--- config.mk ---
export PLATFORM = sky130hd
export DESIGN_NAME = board_painter
export DESIGN_NICKNAME = d
export VERILOG_FILES = /design/src/painter_pkg.sv /design/src/cell_scanner.sv /design/src/scene_sequencer.sv /design/src/shape_rasterizer.sv /design/src/pixel_bus_master.sv /design/src/board_painter.sv
export SDC_FILE = /design/constraint.sdc
export NUM_CORES = 1
export LEC_CHECK = 0
export BUFFER_PORTS_ARGS = -buffer_cell sky130_fd_sc_hd__buf_2
export CORE_MARGIN = 1.5
export CORE_UTILIZATION = 24
export DETAILED_ROUTE_END_ITERATION = 16
export GPL_ROUTABILITY_DRIVEN = 0
export PLACE_DENSITY_LB_ADDON = 0.12
export SLEW_MARGIN = 20
export SYNTH_ARGS = -nofsm -noshare
export SYNTH_HDL_FRONTEND = slang
export SYNTH_SLANG_ARGS = --single-unit
export TNS_END_PERCENT = 100
--- constraint.sdc ---
create_clock -name Clck -period 4.3 [get_ports Clck]
set_clock_uncertainty 0.1 [all_clocks]
set_input_delay 0 -clock Clck [delete_from_list [all_inputs] [get_ports Clck]]
set_output_delay 0 -clock Clck [all_outputs]
set_load 0.01 [all_outputs]
--- src/painter_pkg.sv ---
`default_nettype none

package painter_pkg;

	// board and screen geometry in cells and pixels
	localparam int BOARD_W = 4;
	localparam int BOARD_H = 4;
	localparam int CELL_PX = 8;
	localparam int SCR_W = 32;
	localparam int SCR_H = 40;
	localparam int BOARD_Y0 = 8;

	// victory stone sits in the cell-sized area above the board
	localparam int VICTORY_X0 = 0;
	localparam int VICTORY_Y0 = 0;

	// squared radius for the doubled-offset circle test
	localparam int CIRCLE_R2 = 64;

	localparam int COLOR_W = 3;

	typedef logic [COLOR_W-1:0] color_t;
	typedef logic [$clog2(SCR_W)-1:0] pix_x_t;
	typedef logic [$clog2(SCR_H)-1:0] pix_y_t;
	// address is y*SCR_W + x
	typedef logic [$clog2(SCR_W*SCR_H)-1:0] fb_addr_t;
	// row-major with the column in the low bits
	typedef logic [$clog2(BOARD_W*BOARD_H)-1:0] cell_idx_t;
	typedef logic [$clog2(BOARD_W)-1:0] cell_coord_t;
	// two bits per cell with cell k at bits 2k and 2k+1
	typedef logic [2*BOARD_W*BOARD_H-1:0] board_t;

	localparam color_t COLOR_BLACK_STONE = 3'b001;
	localparam color_t COLOR_WHITE_STONE = 3'b110;
	localparam color_t COLOR_POINTER = 3'b100;

	typedef enum logic [1:0] {
		CELL_EMPTY = 2'd0,
		CELL_BLACK = 2'd1,
		CELL_WHITE = 2'd2
	} cell_state_e;

	typedef enum logic [1:0] {
		WIN_NONE = 2'd0,
		WIN_BLACK = 2'd1,
		WIN_WHITE = 2'd2
	} winner_e;

	// shape opcode for the rasterizer
	typedef enum logic {
		SHAPE_SQUARE = 1'b0,
		SHAPE_CIRCLE = 1'b1
	} shape_e;

endpackage

`default_nettype wire

--- src/cell_scanner.sv ---
`default_nettype none
`timescale 1ns/1ps

module cell_scanner (
	input logic Clck,
	input logic rst_n,
	input logic start,
	input painter_pkg::board_t board,
	input painter_pkg::cell_coord_t pointer_x,
	input painter_pkg::cell_coord_t pointer_y,
	input painter_pkg::winner_e winner,
	output logic busy,
	output logic cell_valid,
	input logic cell_ready,
	output painter_pkg::cell_idx_t cell_idx,
	output painter_pkg::cell_state_e cell_state,
	output logic scan_last,
	output painter_pkg::cell_coord_t snap_pointer_x,
	output painter_pkg::cell_coord_t snap_pointer_y,
	output painter_pkg::winner_e snap_winner,
	input logic frame_end
);

	localparam int CELLS = painter_pkg::BOARD_W * painter_pkg::BOARD_H;

	painter_pkg::board_t snap_board;
	painter_pkg::cell_idx_t scan_idx;
	logic scanning;
	logic [CELLS-1:0] occ_mask;
	logic accept;
	logic step;
	logic occ_none;
	logic hit;
	logic rest_empty;

	// one bit per cell that holds a stone
	always_comb
	begin
		for (int k = 0; k < CELLS; k++)
		begin
			occ_mask[k] = (snap_board[2*k +: 2] == painter_pkg::CELL_BLACK) ||
				(snap_board[2*k +: 2] == painter_pkg::CELL_WHITE);
		end
	end

	assign accept = start && !busy;
	assign step = scanning && !cell_valid;
	assign occ_none = (occ_mask == '0);
	assign hit = occ_mask[scan_idx];
	// nothing occupied above the current cell
	assign rest_empty = ((occ_mask >> scan_idx) == CELLS'(1));

	always_ff @(posedge Clck or negedge rst_n)
	begin
		if (!rst_n)
		begin
			busy <= 1'b0;
			scanning <= 1'b0;
			scan_idx <= '0;
			cell_valid <= 1'b0;
		end
		else
		begin
			if (accept)
			begin
				busy <= 1'b1;
				scanning <= 1'b1;
				scan_idx <= '0;
			end
			else if (frame_end)
			begin
				busy <= 1'b0;
			end

			if (cell_valid && cell_ready)
			begin
				cell_valid <= 1'b0;
			end
			else if (step)
			begin
				// empty board sends a single closing token
				if (occ_none)
				begin
					cell_valid <= 1'b1;
					scanning <= 1'b0;
				end
				else if (hit)
				begin
					cell_valid <= 1'b1;
					scanning <= !rest_empty;
					scan_idx <= scan_idx + 1'b1;
				end
				else
				begin
					scan_idx <= scan_idx + 1'b1;
				end
			end
		end
	end

	always_ff @(posedge Clck)
	begin
		if (accept)
		begin
			snap_board <= board;
			snap_pointer_x <= pointer_x;
			snap_pointer_y <= pointer_y;
			snap_winner <= winner;
		end
		if (step && (occ_none || hit))
		begin
			cell_idx <= scan_idx;
			cell_state <= occ_none ? painter_pkg::CELL_EMPTY :
				painter_pkg::cell_state_e'(snap_board[{scan_idx, 1'b0} +: 2]);
			scan_last <= occ_none || rest_empty;
		end
	end

endmodule

`default_nettype wire

--- src/scene_sequencer.sv ---
`default_nettype none
`timescale 1ns/1ps

module scene_sequencer (
	input logic Clck,
	input logic rst_n,
	input logic cell_valid,
	output logic cell_ready,
	input painter_pkg::cell_idx_t cell_idx,
	input painter_pkg::cell_state_e cell_state,
	input logic scan_last,
	input painter_pkg::cell_coord_t snap_pointer_x,
	input painter_pkg::cell_coord_t snap_pointer_y,
	input painter_pkg::winner_e snap_winner,
	output logic shape_valid,
	input logic shape_ready,
	output painter_pkg::pix_x_t shape_x,
	output painter_pkg::pix_y_t shape_y,
	output painter_pkg::shape_e shape_kind,
	output painter_pkg::color_t shape_color,
	input logic raster_idle,
	input logic bus_idle,
	output logic frame_end,
	output logic done
);

	// stones also serves as the idle phase between frames
	typedef enum logic [1:0] {
		ST_STONES,
		ST_POINTER,
		ST_VICTORY,
		ST_DRAIN
	} seq_state_e;

	seq_state_e state;
	logic done_q;
	logic shape_free;
	logic take_cell;
	logic stone_job;
	logic issue;
	logic drained;
	painter_pkg::pix_x_t nxt_x;
	painter_pkg::pix_y_t nxt_y;
	painter_pkg::shape_e nxt_kind;
	painter_pkg::color_t nxt_color;

	function automatic painter_pkg::pix_x_t origin_x(input painter_pkg::cell_coord_t col);
		return painter_pkg::pix_x_t'(col * painter_pkg::CELL_PX);
	endfunction

	function automatic painter_pkg::pix_y_t origin_y(input painter_pkg::cell_coord_t row);
		return painter_pkg::pix_y_t'(painter_pkg::BOARD_Y0 + row * painter_pkg::CELL_PX);
	endfunction

	// output slot is empty or being emptied this cycle
	assign shape_free = !shape_valid || shape_ready;
	assign cell_ready = (state == ST_STONES) && shape_free;
	assign take_cell = cell_valid && cell_ready;
	// the closing token of an empty board carries no stone
	assign stone_job = take_cell && (cell_state != painter_pkg::CELL_EMPTY);
	assign issue = stone_job ||
		(((state == ST_POINTER) || (state == ST_VICTORY)) && shape_free);
	assign drained = !shape_valid && raster_idle && bus_idle;

	assign done = done_q;
	assign frame_end = done_q;

	always_comb
	begin
		nxt_kind = painter_pkg::SHAPE_CIRCLE;
		nxt_x = origin_x(cell_idx[1:0]);
		nxt_y = origin_y(cell_idx[3:2]);
		if (cell_state == painter_pkg::CELL_WHITE)
			nxt_color = painter_pkg::COLOR_WHITE_STONE;
		else
			nxt_color = painter_pkg::COLOR_BLACK_STONE;

		case (state)
			ST_POINTER:
			begin
				nxt_kind = painter_pkg::SHAPE_SQUARE;
				nxt_x = origin_x(snap_pointer_x);
				nxt_y = origin_y(snap_pointer_y);
				nxt_color = painter_pkg::COLOR_POINTER;
			end
			ST_VICTORY:
			begin
				nxt_x = painter_pkg::pix_x_t'(painter_pkg::VICTORY_X0);
				nxt_y = painter_pkg::pix_y_t'(painter_pkg::VICTORY_Y0);
				if (snap_winner == painter_pkg::WIN_WHITE)
					nxt_color = painter_pkg::COLOR_WHITE_STONE;
				else
					nxt_color = painter_pkg::COLOR_BLACK_STONE;
			end
			default:
			begin
			end
		endcase
	end

	always_ff @(posedge Clck or negedge rst_n)
	begin
		if (!rst_n)
		begin
			state <= ST_STONES;
			shape_valid <= 1'b0;
			done_q <= 1'b0;
		end
		else
		begin
			if (issue)
				shape_valid <= 1'b1;
			else if (shape_ready)
				shape_valid <= 1'b0;

			done_q <= (state == ST_DRAIN) && drained;

			case (state)
				ST_STONES:
					if (take_cell && scan_last)
						state <= ST_POINTER;
				ST_POINTER:
					if (shape_free)
						state <= (snap_winner != painter_pkg::WIN_NONE) ? ST_VICTORY : ST_DRAIN;
				ST_VICTORY:
					if (shape_free)
						state <= ST_DRAIN;
				ST_DRAIN:
					// last pixels must leave the rasterizer and the bus first
					if (drained)
						state <= ST_STONES;
				default:
					state <= ST_STONES;
			endcase
		end
	end

	always_ff @(posedge Clck)
	begin
		if (issue)
		begin
			shape_x <= nxt_x;
			shape_y <= nxt_y;
			shape_kind <= nxt_kind;
			shape_color <= nxt_color;
		end
	end

endmodule

`default_nettype wire

--- src/shape_rasterizer.sv ---
`default_nettype none
`timescale 1ns/1ps

module shape_rasterizer (
	input logic Clck,
	input logic rst_n,
	input logic shape_valid,
	output logic shape_ready,
	input painter_pkg::pix_x_t shape_x,
	input painter_pkg::pix_y_t shape_y,
	input painter_pkg::shape_e shape_kind,
	input painter_pkg::color_t shape_color,
	output logic raster_idle,
	output logic pix_valid,
	input logic pix_ready,
	output painter_pkg::fb_addr_t pix_adr,
	output painter_pkg::color_t pix_color
);

	localparam logic [2:0] LAST_OFF = 3'(painter_pkg::CELL_PX - 1);

	logic running;
	// local offset inside the 8 by 8 cell
	logic [2:0] lx;
	logic [2:0] ly;
	painter_pkg::pix_x_t ox;
	painter_pkg::pix_y_t oy;
	painter_pkg::shape_e kind;
	painter_pkg::color_t color;
	logic out_free;
	logic last_px;
	logic covered;
	logic [6:0] ax;
	logic [6:0] ay;
	logic [6:0] d2;
	painter_pkg::pix_x_t px;
	painter_pkg::pix_y_t py;

	assign shape_ready = !running;
	assign raster_idle = !running && !pix_valid;
	assign out_free = !pix_valid || pix_ready;
	assign last_px = (lx == LAST_OFF) && (ly == LAST_OFF);

	always_comb
	begin
		// |2*l - 7| is the distance from the cell centre in half pixels
		if (lx[2])
			ax = 7'({lx, 1'b0}) - 7'd7;
		else
			ax = 7'd7 - 7'({lx, 1'b0});
		if (ly[2])
			ay = 7'({ly, 1'b0}) - 7'd7;
		else
			ay = 7'd7 - 7'({ly, 1'b0});
		d2 = ax * ax + ay * ay;
		covered = (kind == painter_pkg::SHAPE_SQUARE) ||
			(d2 <= 7'(painter_pkg::CIRCLE_R2));
		px = ox + {2'b00, lx};
		py = oy + {3'b000, ly};
	end

	always_ff @(posedge Clck or negedge rst_n)
	begin
		if (!rst_n)
		begin
			running <= 1'b0;
			lx <= '0;
			ly <= '0;
			pix_valid <= 1'b0;
		end
		else
		begin
			if (shape_valid && shape_ready)
			begin
				running <= 1'b1;
				lx <= '0;
				ly <= '0;
			end
			else if (running && out_free)
			begin
				// row by row, left to right
				lx <= lx + 1'b1;
				if (lx == LAST_OFF)
					ly <= ly + 1'b1;
				if (last_px)
					running <= 1'b0;
			end

			// an uncovered pixel still uses its cycle
			if (running && out_free)
				pix_valid <= covered;
			else if (pix_ready)
				pix_valid <= 1'b0;
		end
	end

	always_ff @(posedge Clck)
	begin
		if (shape_valid && shape_ready)
		begin
			ox <= shape_x;
			oy <= shape_y;
			kind <= shape_kind;
			color <= shape_color;
		end
		if (running && out_free && covered)
		begin
			pix_adr <= painter_pkg::fb_addr_t'(py * painter_pkg::SCR_W + px);
			pix_color <= color;
		end
	end

endmodule

`default_nettype wire

--- src/pixel_bus_master.sv ---
`default_nettype none
`timescale 1ns/1ps

module pixel_bus_master (
	input logic Clck,
	input logic rst_n,
	input logic pix_valid,
	output logic pix_ready,
	input painter_pkg::fb_addr_t pix_adr,
	input painter_pkg::color_t pix_color,
	output logic bus_idle,
	output logic wb_cyc,
	output logic wb_stb,
	output logic wb_we,
	output painter_pkg::fb_addr_t wb_adr,
	output painter_pkg::color_t wb_dat,
	input logic wb_ack
);

	// a single write cycle is open on the bus
	logic active;
	logic take;

	assign take = pix_valid && pix_ready;

	// accepts a new pixel only once the strobes are down
	assign pix_ready = !active;
	assign bus_idle = !active;

	// write-only master, so cyc, stb and we move as one
	assign wb_cyc = active;
	assign wb_stb = active;
	assign wb_we = active;

	always_ff @(posedge Clck or negedge rst_n)
	begin
		if (!rst_n)
		begin
			active <= 1'b0;
		end
		else if (take)
		begin
			active <= 1'b1;
		end
		else if (active && wb_ack)
		begin
			active <= 1'b0;
		end
	end

	// held while the write is open
	always_ff @(posedge Clck)
	begin
		if (take)
		begin
			wb_adr <= pix_adr;
			wb_dat <= pix_color;
		end
	end

endmodule

`default_nettype wire

--- src/board_painter.sv ---
`default_nettype none
`timescale 1ns/1ps

module board_painter (
	input logic Clck,
	input logic rst_n,
	input logic start,
	input painter_pkg::board_t board,
	input painter_pkg::cell_coord_t pointer_x,
	input painter_pkg::cell_coord_t pointer_y,
	input painter_pkg::winner_e winner,
	output logic busy,
	output logic done,
	output logic wb_cyc,
	output logic wb_stb,
	output logic wb_we,
	output painter_pkg::fb_addr_t wb_adr,
	output painter_pkg::color_t wb_dat,
	input logic wb_ack
);

	// scanner to sequencer
	logic cell_valid;
	logic cell_ready;
	painter_pkg::cell_idx_t cell_idx;
	painter_pkg::cell_state_e cell_state;
	logic scan_last;
	painter_pkg::cell_coord_t snap_pointer_x;
	painter_pkg::cell_coord_t snap_pointer_y;
	painter_pkg::winner_e snap_winner;
	logic frame_end;

	// sequencer to rasterizer
	logic shape_valid;
	logic shape_ready;
	painter_pkg::pix_x_t shape_x;
	painter_pkg::pix_y_t shape_y;
	painter_pkg::shape_e shape_kind;
	painter_pkg::color_t shape_color;
	logic raster_idle;

	// rasterizer to bus master
	logic pix_valid;
	logic pix_ready;
	painter_pkg::fb_addr_t pix_adr;
	painter_pkg::color_t pix_color;
	logic bus_idle;

	cell_scanner u_scanner (
		.Clck(Clck),
		.rst_n(rst_n),
		.start(start),
		.board(board),
		.pointer_x(pointer_x),
		.pointer_y(pointer_y),
		.winner(winner),
		.busy(busy),
		.cell_valid(cell_valid),
		.cell_ready(cell_ready),
		.cell_idx(cell_idx),
		.cell_state(cell_state),
		.scan_last(scan_last),
		.snap_pointer_x(snap_pointer_x),
		.snap_pointer_y(snap_pointer_y),
		.snap_winner(snap_winner),
		.frame_end(frame_end)
	);

	scene_sequencer u_sequencer (
		.Clck(Clck),
		.rst_n(rst_n),
		.cell_valid(cell_valid),
		.cell_ready(cell_ready),
		.cell_idx(cell_idx),
		.cell_state(cell_state),
		.scan_last(scan_last),
		.snap_pointer_x(snap_pointer_x),
		.snap_pointer_y(snap_pointer_y),
		.snap_winner(snap_winner),
		.shape_valid(shape_valid),
		.shape_ready(shape_ready),
		.shape_x(shape_x),
		.shape_y(shape_y),
		.shape_kind(shape_kind),
		.shape_color(shape_color),
		.raster_idle(raster_idle),
		.bus_idle(bus_idle),
		.frame_end(frame_end),
		.done(done)
	);

	shape_rasterizer u_rasterizer (
		.Clck(Clck),
		.rst_n(rst_n),
		.shape_valid(shape_valid),
		.shape_ready(shape_ready),
		.shape_x(shape_x),
		.shape_y(shape_y),
		.shape_kind(shape_kind),
		.shape_color(shape_color),
		.raster_idle(raster_idle),
		.pix_valid(pix_valid),
		.pix_ready(pix_ready),
		.pix_adr(pix_adr),
		.pix_color(pix_color)
	);

	pixel_bus_master u_master (
		.Clck(Clck),
		.rst_n(rst_n),
		.pix_valid(pix_valid),
		.pix_ready(pix_ready),
		.pix_adr(pix_adr),
		.pix_color(pix_color),
		.bus_idle(bus_idle),
		.wb_cyc(wb_cyc),
		.wb_stb(wb_stb),
		.wb_we(wb_we),
		.wb_adr(wb_adr),
		.wb_dat(wb_dat),
		.wb_ack(wb_ack)
	);

endmodule

`default_nettype wire

### After elaboration in Yosys (flattened, before gate mapping)

Cells that the tools add are included.

| storage, ports and cells | value |
|---|---|
| input bits | 42 |
| bits in registers | 123 |
| output and inout bits | 19 |
| word-level logic and storage cells | 205 |

| operators by class | value |
|---|---|
| muxes and demuxes | 45 |
| equality and inequality tests | 46 |
| shift-type cells | 2 |
| $add $sub $neg | 13 |
| bitwise logic cells | 1 |
| reduce and logical (&&, ||, !) cells | 63 |
| multipliers | 2 |
| magnitude comparators | 2 |

Operator list:

| kind | count |
|---|---|
| $eq A2 B2 Y1 const B | 20 |
| $eq A2 B1 Y1 const B | 17 |
| $shiftx A32 B6 Y2 | 1 |
| $logic_or A1 B1 Y1 | 23 |
| $mux W1 | 23 |
| $mux W3 | 7 |
| $logic_and A1 B1 Y1 | 18 |
| $eq A16 B1 Y1 const B | 1 |
| $logic_not A16 Y1 | 1 |
| $mux W4 | 4 |
| $reduce_bool A2 Y1 | 8 |
| $shr A16 B4 Y16 | 1 |
| $mul A7 B7 Y7 | 2 |
| $mux W7 | 2 |
| $add A4 B5 Y6 const A | 2 |
| $pmux W6 S2 | 1 |
| $add A11 B5 Y11 | 1 |
| $pmux W5 S2 | 1 |
| $sub A3 B4 Y5 const A | 2 |
| $sub A4 B3 Y5 const B | 2 |
| $mux W2 | 4 |
| $pmux W2 S4 | 1 |
| $add A7 B7 Y7 | 1 |
| $le A7 B7 Y1 const B | 1 |
| other kinds (16) | 30 |

### Logic depth before layout (Yosys ltp)

Gate-level depths: netlist of run 1.

| logic depth | value |
|---|---|
| word-level depth | 9 |
| mapped depth | 12 |
| mapped depth without buffers | 12 |

### Cells and area by module

Synthesis of run 1 repeated with hierarchy kept, for this count alone.

| unflattened totals | value |
|---|---|
| cell total of the unflattened synthesis | 427 |
| area total of the unflattened synthesis | 5691.7 sq um |

By module, submodules not included:

| module | cells each | area each (sq um) | seq. area each (sq um) | instances |
|---|---|---|---|---|
| cell_scanner | 209 | 2673.8 | 1526.5 | 1 |
| shape_rasterizer | 130 | 1759.2 | 1071.0 | 1 |
| scene_sequencer | 67 | 770.7 | 370.4 | 1 |
| pixel_bus_master | 21 | 488.0 | 445.4 | 1 |

### Worst setup path before layout of run 1

OpenSTA, ideal clock, no wires.

| path | value |
|---|---|
| path kind | flip-flop to flip-flop |
| start | register u_rasterizer.lx[2] |
| end | register u_rasterizer.pix_adr[0] (enable) |
| period minus slack after synthesis | 3710 ps |
| path slack | 590 ps |
| buffers on the path | 0 |
| library setup time | 391 ps |
| data arrival time | 3219 ps |
| data required time | 3809 ps |
| cell stages (with the launch flop) | 12 |
| cell sequence | dfrtp_1 > xnor2_1 > inv_1 > ha_1 > ha_1 > fa_1 > ha_1 > ha_1 > a31oi_1 > xnor2_1 > inv_1 > a21oi_1 |

| on the way | value |
|---|---|
| word-level cells in the longest chain between the ends | 7 |
| elaborated cells between the ends (all ways) | 8 |
| classes of those cells | 3 x add/sub; 1 x mul; 1 x order compare; 1 x mux; 2 x reduce/logical |

Ends and longest elaborated chain:

| item | line | source |
|---|---|---|
| start, declared | shape_rasterizer.sv:24 | `logic [2:0] lx;` |
| start signal, assigned | shape_rasterizer.sv:82 | `lx <= lx + 1'b1;` |
| $sub A3 B4 Y5 or $sub A4 B3 Y5 (tied branches) | shape_rasterizer.sv:50, shape_rasterizer.sv:48 |  |
| $mux W7 * | shape_rasterizer.sv:47 | `if (lx[2])` |
| $mul A7 B7 Y7 * | shape_rasterizer.sv:55 | `d2 = ax * ax + ay * ay;` |
| $add A7 B7 Y7 * | shape_rasterizer.sv:55 |  |
| $le A7 B7 Y1 * | shape_rasterizer.sv:57 | `(d2 <= 7'(painter_pkg::CIRCLE_R2));` |
| $logic_or A1 B1 Y1 * | shape_rasterizer.sv:56 | `covered = (kind == painter_pkg::SHAPE_SQUARE) \|\|` |
| $logic_and A1 B1 Y1 * | shape_rasterizer.sv:106 | `if (running && out_free && covered)` |
| end signal, assigned | shape_rasterizer.sv:108 | `pix_adr <= painter_pkg::fb_addr_t'(py * painter_pkg::SCR_W + px);` |
| end, declared | shape_rasterizer.sv:16 | `output painter_pkg::fb_addr_t pix_adr,` |

Mark *: on every way between the ends. The rest lies on a longest branch, timed or not.
A chain may end at the register's enable or synchronous reset.

### Worst setup path after layout of run 1

| path | value |
|---|---|
| start | register u_rasterizer.lx[2] |
| end | register u_rasterizer.pix_adr[8] (enable) |

The elaborated chain is that of the path after synthesis.

==> results.md, run 1 <==
- PwrDens: 642.1 nW/um^2
- WL per Instance: 14.05 um
- Mapped Avg Cell Area: about 15 um^2
- Tcrit/Tclk final: 78.19%
- CP delay by family, top: adder cells
- Worst EP required: approximately 4.3 ns
- Leak: around 2.4 nW
- Slew HR: between 30% and 40%
- Share of post-route cells with drive strength above 1: a little under a quarter
- # setup viols final: 0
- Mapped Cells: about 350
- CTS sink count: 111
- Cell variety after synth: 54
- Starting Density: roughly 24%
- Min cycle time layout: between 3 and 4 ns
- Crit-path max cell delay: ~0.45 ns
- Initial antenna violation count: 0
- Final hold violations: 0
- Worst slew pin tran: ~1 ns
- CTS tree: done
- Hold Crit Class: primary input to async pin
- WP buf/inv: 3
- Rows: 53
- Largest net degree at the start of global routing: 42
- Layout Cells excl Fill: 731
- Grt total ovfl: 0
- MaxCap Viol Count: 0
- Antenna Cells: 0
- Post-Route WL: 10270 um
- Startpoint Class: register
- Syn-to-layout area delta: 24.41%
- Critical-path cell list: xnor2_1 > inv_1 > ha_1 > ha_1 > fa_1 > ha_1 > ha_1 > a31oi_1 > xnor2_1 > inv_1 > a21oi_1 > buf_4
- Max clock buf depth: 2
- Core area: ~21000 um^2
- Chip width: between 100 and 150 um
- GRT Util Overall: about 9.8%
- Top-Level Pins: between 60 and 70
- Die area: 22330 um^2
- Sequential share of the synthesized area: a little over three fifths
- Wire length of the first global-routing pass: 16490 um
- Fmax: around 300 MHz
- Crit Path Category: register to register
- Max-slew violations: 0
- Drt first pass iters: 4
- Outcome: complete, no violations
- Mapped Area: 5146 um^2
- 1st-iter DRT viols: roughly 150
- H-tree levels: 3
- Crit. End Element: register
- CP Max Fanout: 15
- Clock transition at path regs: about 0.080 ns
- Register bit total from synthesis: around 110
- Most frequent CP cell: ha_1
- DRC viols: 0
- Post-synth EDFFs: just over 90
- Post-Route Setup TNS: 0 ns
- Dpl hpwl: around 7400 um
- TritonCTS Buffers: 9
- Net Count, Synth: 414
- Cells after DPL: slightly below 700
- NumNets Final: around 510
- Worst vdd ir: between 0.2 and 0.25 mV
- Yosys warning count: 0
- Vias: between 3000 and 4000
- Port bufs: 60
- Die height: between 100 and 150 um
- Worst-Skew Late Latency: ~0.36 ns
- RSZ-0062 raised after global routing: no
- Clk root buf: clkbuf_16
- Antenna Nets Post-Route: 0
- Critical Path AT: between 3 and 4 ns
- Vias in the first global route: between 3000 and 4000
- CP max-delay cell: fa_1
- Vias per std cell: 4.213
- Most common flop cell mapped by yosys: edfxtp_1
- Fill cell count: 2102
- Async set-reset flop share out of synthesis: between 15 and 20%
==> final timing paths <==
check                                      startpoint                      end  slack, ns  cells after the start
max                                u_rasterizer.lx[2]  u_rasterizer.pix_adr[8]       0.94                     12
min                                             rst_n   u_rasterizer.pix_valid       0.04                      2
max reg2reg                        u_rasterizer.lx[2]  u_rasterizer.pix_adr[8]       0.94                     12
min reg2reg                u_sequencer.shape_color[0]    u_rasterizer.color[0]       0.32                      0
max in group asynchronous                       rst_n    u_scanner.scan_idx[1]       3.72                      2
min in group Clck                            board[2]  u_scanner.snap_board[2]       0.24                      2
==> through the flow <==
step,setup WS (ns),instance area [um^2],hold WS [ns],utilization (%),power [W]
final,0.9379,6402,0.03900,30.46,0.004111
after CTS,0.8810,6400,0.05208,30.44,0.004192
after global routing,0.7296,6402,0.09891,30.46,0.004437
after floorplan,0.5896,5146,-0.3956,-,0.002922
after detailed placement,0.8812,5692,-0.09228,27.08,0.003305
after global placement,0.9420,5692,-0.1063,27.08,0.003256
==> kinds of logic (layout without fill, tap and decap cells) <==
group | count (synthesis) | in the layout | synth area share (%)
xor+xnor | 27 | 27 | 4.595
compound gates | 54 | 54 | 7.562
flops | 111 | 111 | 62.83
buf+inv | 29 | 134 | 3.379
simple gates | 85 | 85 | 8.558
fa+ha+maj | 21 | 21 | 5.252
mux | 24 | 24 | 7.829
==> synth_stat cells (all sizes together), types with 6 or more instances <==
library cell / n / area (um^2)
nor2: 12 / 45.04
o21ai: 10 / 50.05
and2: 7 / 43.80
buf: 7 / 61.30
xor2: 15 / 131.4
nor3: 6 / 30.03
ha: 20 / 250.2
inv: 13 / 48.80
a21oi: 10 / 50.05
mux2: 7 / 78.83
a31oi: 6 / 37.54
xnor2: 12 / 105.1
nand2: 26 / 97.59
mux4: 12 / 274.0
edfxtp: 91 / 2733
dfrtp: 20 / 500.5
nand3: 11 / 55.05
clkbuf: 8 / 60.06
==> flip-flops by register name, indices dropped and copies added (netlist names), 4 cells and up <==
signal,count
u_rasterizer.pix_adr,11
u_scanner.cell_idx,4
u_master.wb_adr,11
u_scanner.snap_board,32
u_scanner.scan_idx,4
==> final cells by class <==
type                            count  area, um^2  area share, %
Sequential cell                   111        3233          50.50
Multi-Input combinational cell    211        1742          27.20
Timing Repair Buffer              104       733.2          11.45
Tap cell                          275       344.1          5.374
Clock buffer                        9       225.2          3.518
Clock inverter                      7       72.57          1.133
Inverter                           14       52.55         0.8208
==> layout by cell type (no fill, tap or decap), drive strengths merged, types with 2 or more instances in the layout <==
| master | count |
|---|---|
| nor2b | 4 |
| xor2 | 15 |
| and2b | 2 |
| nor3b | 3 |
| clkinv | 4 |
| a31oi | 6 |
| nand3 | 11 |
| o21a | 2 |
| a211oi | 2 |
| mux2 | 7 |
| a21o | 4 |
| o21ai | 10 |
| nor3 | 6 |
| nand2 | 26 |
| dfrtp | 20 |
| a21oi | 10 |
| nor2 | 12 |
| clkbuf | 9 |
| mux4 | 12 |
| nand2b | 5 |
| mux2i | 5 |
| xnor2 | 12 |
| inv | 17 |
| and2 | 7 |
| a311o | 2 |
| edfxtp | 91 |
| buf | 63 |
| ha | 20 |
| o211ai | 2 |
| nor4 | 3 |
| dlygate4sd3 | 41 |
| o31ai | 3 |
| o22ai | 5 |
==> per-layer routing <==
metal	wire, um	GRT usage (%)
met1	4325	10.93
met2	5423	17.86
met3	362	2.561
met4	160	3.614
met5	0	0
==> report_power, final <==
part           switching [W]  total (W)  internal [W]
logic               0.000811    0.00156      0.000746
registers           0.000221    0.00172       0.00150
clock network       0.000426   0.000837      0.000411
==> worst reg2reg max path, cell delays in order (launching register included) <==
cell     delay [ns]
dfrtp_1        0.44
xnor2_1        0.27
inv_1          0.07
ha_1           0.19
ha_1           0.20
fa_1           0.45
ha_1           0.31
ha_1           0.29
a31oi_1        0.16
xnor2_1        0.14
inv_1          0.05
a21oi_1        0.14
buf_4          0.24
==> repair_timing <==
action	4_1_cts	5_1_grt
hold endpoints to repair	60	0
gates resized for setup	0	0
setup buffers	0	0
hold buffers	41	0
setup endpoints to repair	0	0
No activity file was read; power rests on OpenSTA's default activity.
==> run 2, diff against run 1 <==
ABC_AREA = 1   (was unset)
clock period = 2.85 ns   (was 4.3 ns; I/O delays follow)
==> results.md, run 2 <==
- Outcome: finished with violations (was complete, no violations)
- Failing checks: setup timing
- Core area: 22030 um^2 (was 21020 um^2)
- Starting Density: 24.76% (was 24.48%)
- CTS sink count: 111 (unchanged)
- Drt first pass iters: 4 (unchanged)
- Worst vdd ir: 0.5141 mV (was 0.2419 mV)
- Vias per std cell: 4.285 (was 4.213)
- Area leader, netlist: edfxtp_1 (unchanged)
- Mapped Area: 5454 um^2 (was 5146 um^2)
- DRC viols: 0 (unchanged)
- Initial antenna violation count: 0 (unchanged)
- Crit-path max cell delay: 0.46 ns (was 0.45 ns)
- WL per Instance: 12.04 um (was 14.05 um)
- NumNets Final: 757 (was 514)
- CP startpoint: u_rasterizer.lx[2] (unchanged)
- Async set-reset flop share out of synthesis: 18.02% (unchanged)
- H-tree levels: 3 (unchanged)
- CP max-delay cell: dfrtp_2 (was fa_1)
- GRT Util Overall: 10.30% (was 9.816%)
- Syn-to-layout area delta: 28.45% (was 24.41%)
- Area after DPL: 6193 um^2 (was 5692 um^2)
- Biggest regs: u_scanner.snap_board (32), u_master.wb_adr (11), u_rasterizer.pix_adr (11) (unchanged)
- MaxCap Viol Count: 0 (unchanged)
- Clock transition at path regs: 0.08 ns (about the same)
- Startpoint Class: register (unchanged)
- Yosys warning count: 0 (unchanged)
- Grt total ovfl: 0 (unchanged)
- Most common flop cell mapped by yosys: edfxtp_1 (unchanged)
- Critical Path AT: 3.06 ns (was 3.32 ns)
- Antenna Nets Post-Route: 0 (unchanged)
- Net Count, Synth: 641 (was 414)
- R2r startpoint: u_rasterizer.lx[2] (unchanged)
- Hold Worst Slack: 0.04914 ns (was 0.03900 ns)
- Crit. End Element: register (unchanged)
- Mapped Cells: 578 (was 351)
- Port bufs: 60 (unchanged)
- Dpl hpwl: 8415 um (was 7437 um)
- Yosys top cell area share: 50.10% (was 53.10%)
- Area contributors post-synth: edfxtp_1, nand2_1, dfrtp_1 (was edfxtp_1, dfrtp_1, ha_1)
- TritonCTS Buffers: 9 (unchanged)
- Leak: 3.131 nW (was 2.422 nW)
- RSZ-0062 raised after global routing: yes (was no)
- Commonest non-fill, non-tap cell in the layout: nand2_1 (was edfxtp_1)
- Die area: 23640 um^2 (was 22330 um^2)
- Largest net degree at the start of global routing: 43 (was 42)
- Post-synth EDFFs: 91 (unchanged)
- Most common cell in the netlist: nand2_1 (was edfxtp_1)
- Sequential share of the synthesized area: 59.28% (was 62.83%)
- # setup viols final: 14 (was 0)
- Synth top cells by count: nand2_1, edfxtp_1, nand3_1 (was edfxtp_1, nand2_1, dfrtp_1, ha_1, xor2_1)
- Hold Crit Class: primary input to async pin (unchanged)
- Share of post-route cells with drive strength above 1: 17.02% (was 23.03%)
- Slew HR: 59.63% (was 33.33%)
- 1st-iter DRT viols: 155 (was 148)
- Max clock buf depth: 2 (unchanged)
- Crit Path Category: register to register (unchanged)
- Clk root buf: clkbuf_16 (unchanged)
- Post-Route WL: 11780 um (was 10270 um)
- Top-Level Pins: 61 (unchanged)
- Setup ws final: -0.2288 ns (was 0.9379 ns)
- PwrDens: 999.4 nW/um^2 (was 642.1 nW/um^2)
- Worst-Skew Late Latency: 0.36 ns (about the same)
- CP Max Fanout: 11 (was 15)
- Antenna Cells: 0 (unchanged)
- Final hold violations: 0 (unchanged)
- Most flops, register: u_scanner.snap_board (unchanged)
- Max reg flops: 32 (unchanged)
- Rows: 54 (was 53)
- Most frequent cells in the layout: nand2_1, edfxtp_1, nand3_1, inv_1, buf_2 (was edfxtp_1, buf_2, dlygate4sd3_1, nand2_1)
- Vias in the first global route: 4105 (was 3243)
- Max-slew violations: 0 (unchanged)
- Tcrit/Tclk final: 108.0% (was 78.19%)
- Wire length of the first global-routing pass: 19110 um (was 16490 um)
- Die height: 153.7 um (was 149.4 um)
- Worst slew pin tran: 0.6046 ns (was 1.000 ns)
- Chip width: 153.7 um (was 149.4 um)
- Fmax: 324.8 MHz (was 297.4 MHz)
- Final Cell Area: 7005 um^2 (was 6402 um^2)
- Vias: 4195 (was 3080)
- Min cycle time layout: 3.079 ns (was 3.362 ns)
- Cell variety after synth: 25 (was 54)
- Worst EP required: 2.84 ns (was 4.26 ns)
- CTS tree: done (unchanged)
- Critical-path cell list: xor2_2 > ha_4 > ha_4 > fa_1 > ha_1 > ha_1 > nand3_1 > nand2_1 > or2_1 > nand2_1 > a21oi_2 > nor2_4 > buf_12 (was xnor2_1 > inv_1 > ha_1 > ha_1 > fa_1 > ha_1 > ha_1 > a31oi_1 > xnor2_1 > inv_1 > a21oi_1 > buf_4)
- Mapped Avg Cell Area: 9.436 um^2 (was 14.66 um^2)
- Register bit total from synthesis: 111 (unchanged)
-- run 2: critical path: cells and delay by family (launching register included) --
kind	cells	cell delay [ns]
flip-flops	1	0.46
AO/OA/AOI/OAI	1	0.05
AND/OR/NAND/NOR	5	0.54
buffers and inverters	1	0.14
adder cells (fa/ha/maj)	5	1.32
XOR/XNOR	1	0.18
-- run 2: power by group --
group | internal, W | switching [W] | total [W]
combinational | 0.00137 | 0.00189 | 0.00325
clock | 0.000641 | 0.000685 | 0.00133
sequential | 0.00227 | 0.000157 | 0.00242
total | 0.00427 | 0.00273 | 0.00700
-- run 2: layer usage --
metal	track usage, %	share of wire (%)
met2	19.20	53
met4	4.669	2.6
met5	0	0
met3	2.508	3.0
met1	10.92	42
-- run 2: what timing repair did --
action,in CTS,in global routing
buffers inserted,2,2
pin swaps,1,1
hold endpoints to repair,60,0
setup endpoints to repair,15,15
hold buffers,41,0
gates resized for setup,4,10
-- run 2: logic make-up (layout without fill, tap and decap cells) --
kind of cell	Yosys count	count (layout)	share of synthesized area (%)
fa+ha+maj	21	21	4.955
xor+xnor	6	6	0.9635
simple gates	293	293	22.48
buf+inv	85	206	6.378
compound gates	62	62	5.942
flops	111	111	59.28
-- run 2: final timing paths --
path,to,slack (ns),cells past startpoint
worst min-delay path,u_rasterizer.lx[0],0.05,2
worst max register to register,u_rasterizer.pix_adr[8],-0.23,13
worst max-delay path,u_rasterizer.pix_adr[8],-0.23,13
min in group Clck,u_master.wb_cyc,0.24,3
max in group asynchronous,u_rasterizer.lx[2],2.23,2
worst min register to register,u_master.wb_dat[0],0.32,0
-- run 2: area by class of cell --
| type | instances | area [um^2] |
|---|---|---|
| Tap cell | 280 | 350.3 |
| Multi-Input combinational cell | 382 | 1954 |
| Timing Repair Buffer | 124 | 899.6 |
| Fill cell | 2251 | 15020 |
| Sequential cell | 111 | 3234 |
| Clock buffer | 9 | 225.2 |
| Inverter | 66 | 247.7 |
| Clock inverter | 7 | 93.84 |
-- run 2: per-stage QoR --
step                      total power [W]  std cells  setup TNS, ns  util [%]  worst slack (ns)
final                            0.007001        979         -3.076     31.81           -0.2288
after global routing             0.007620        979         -5.299     31.81           -0.3800
after CTS                        0.007006        977         -3.893     31.57           -0.2795
after detailed placement         0.005557        919         -3.666     28.12           -0.2649
after global placement           0.005467        919         -2.937     28.12           -0.2129
after floorplan                  0.004507        578         -3.163         -           -0.2259
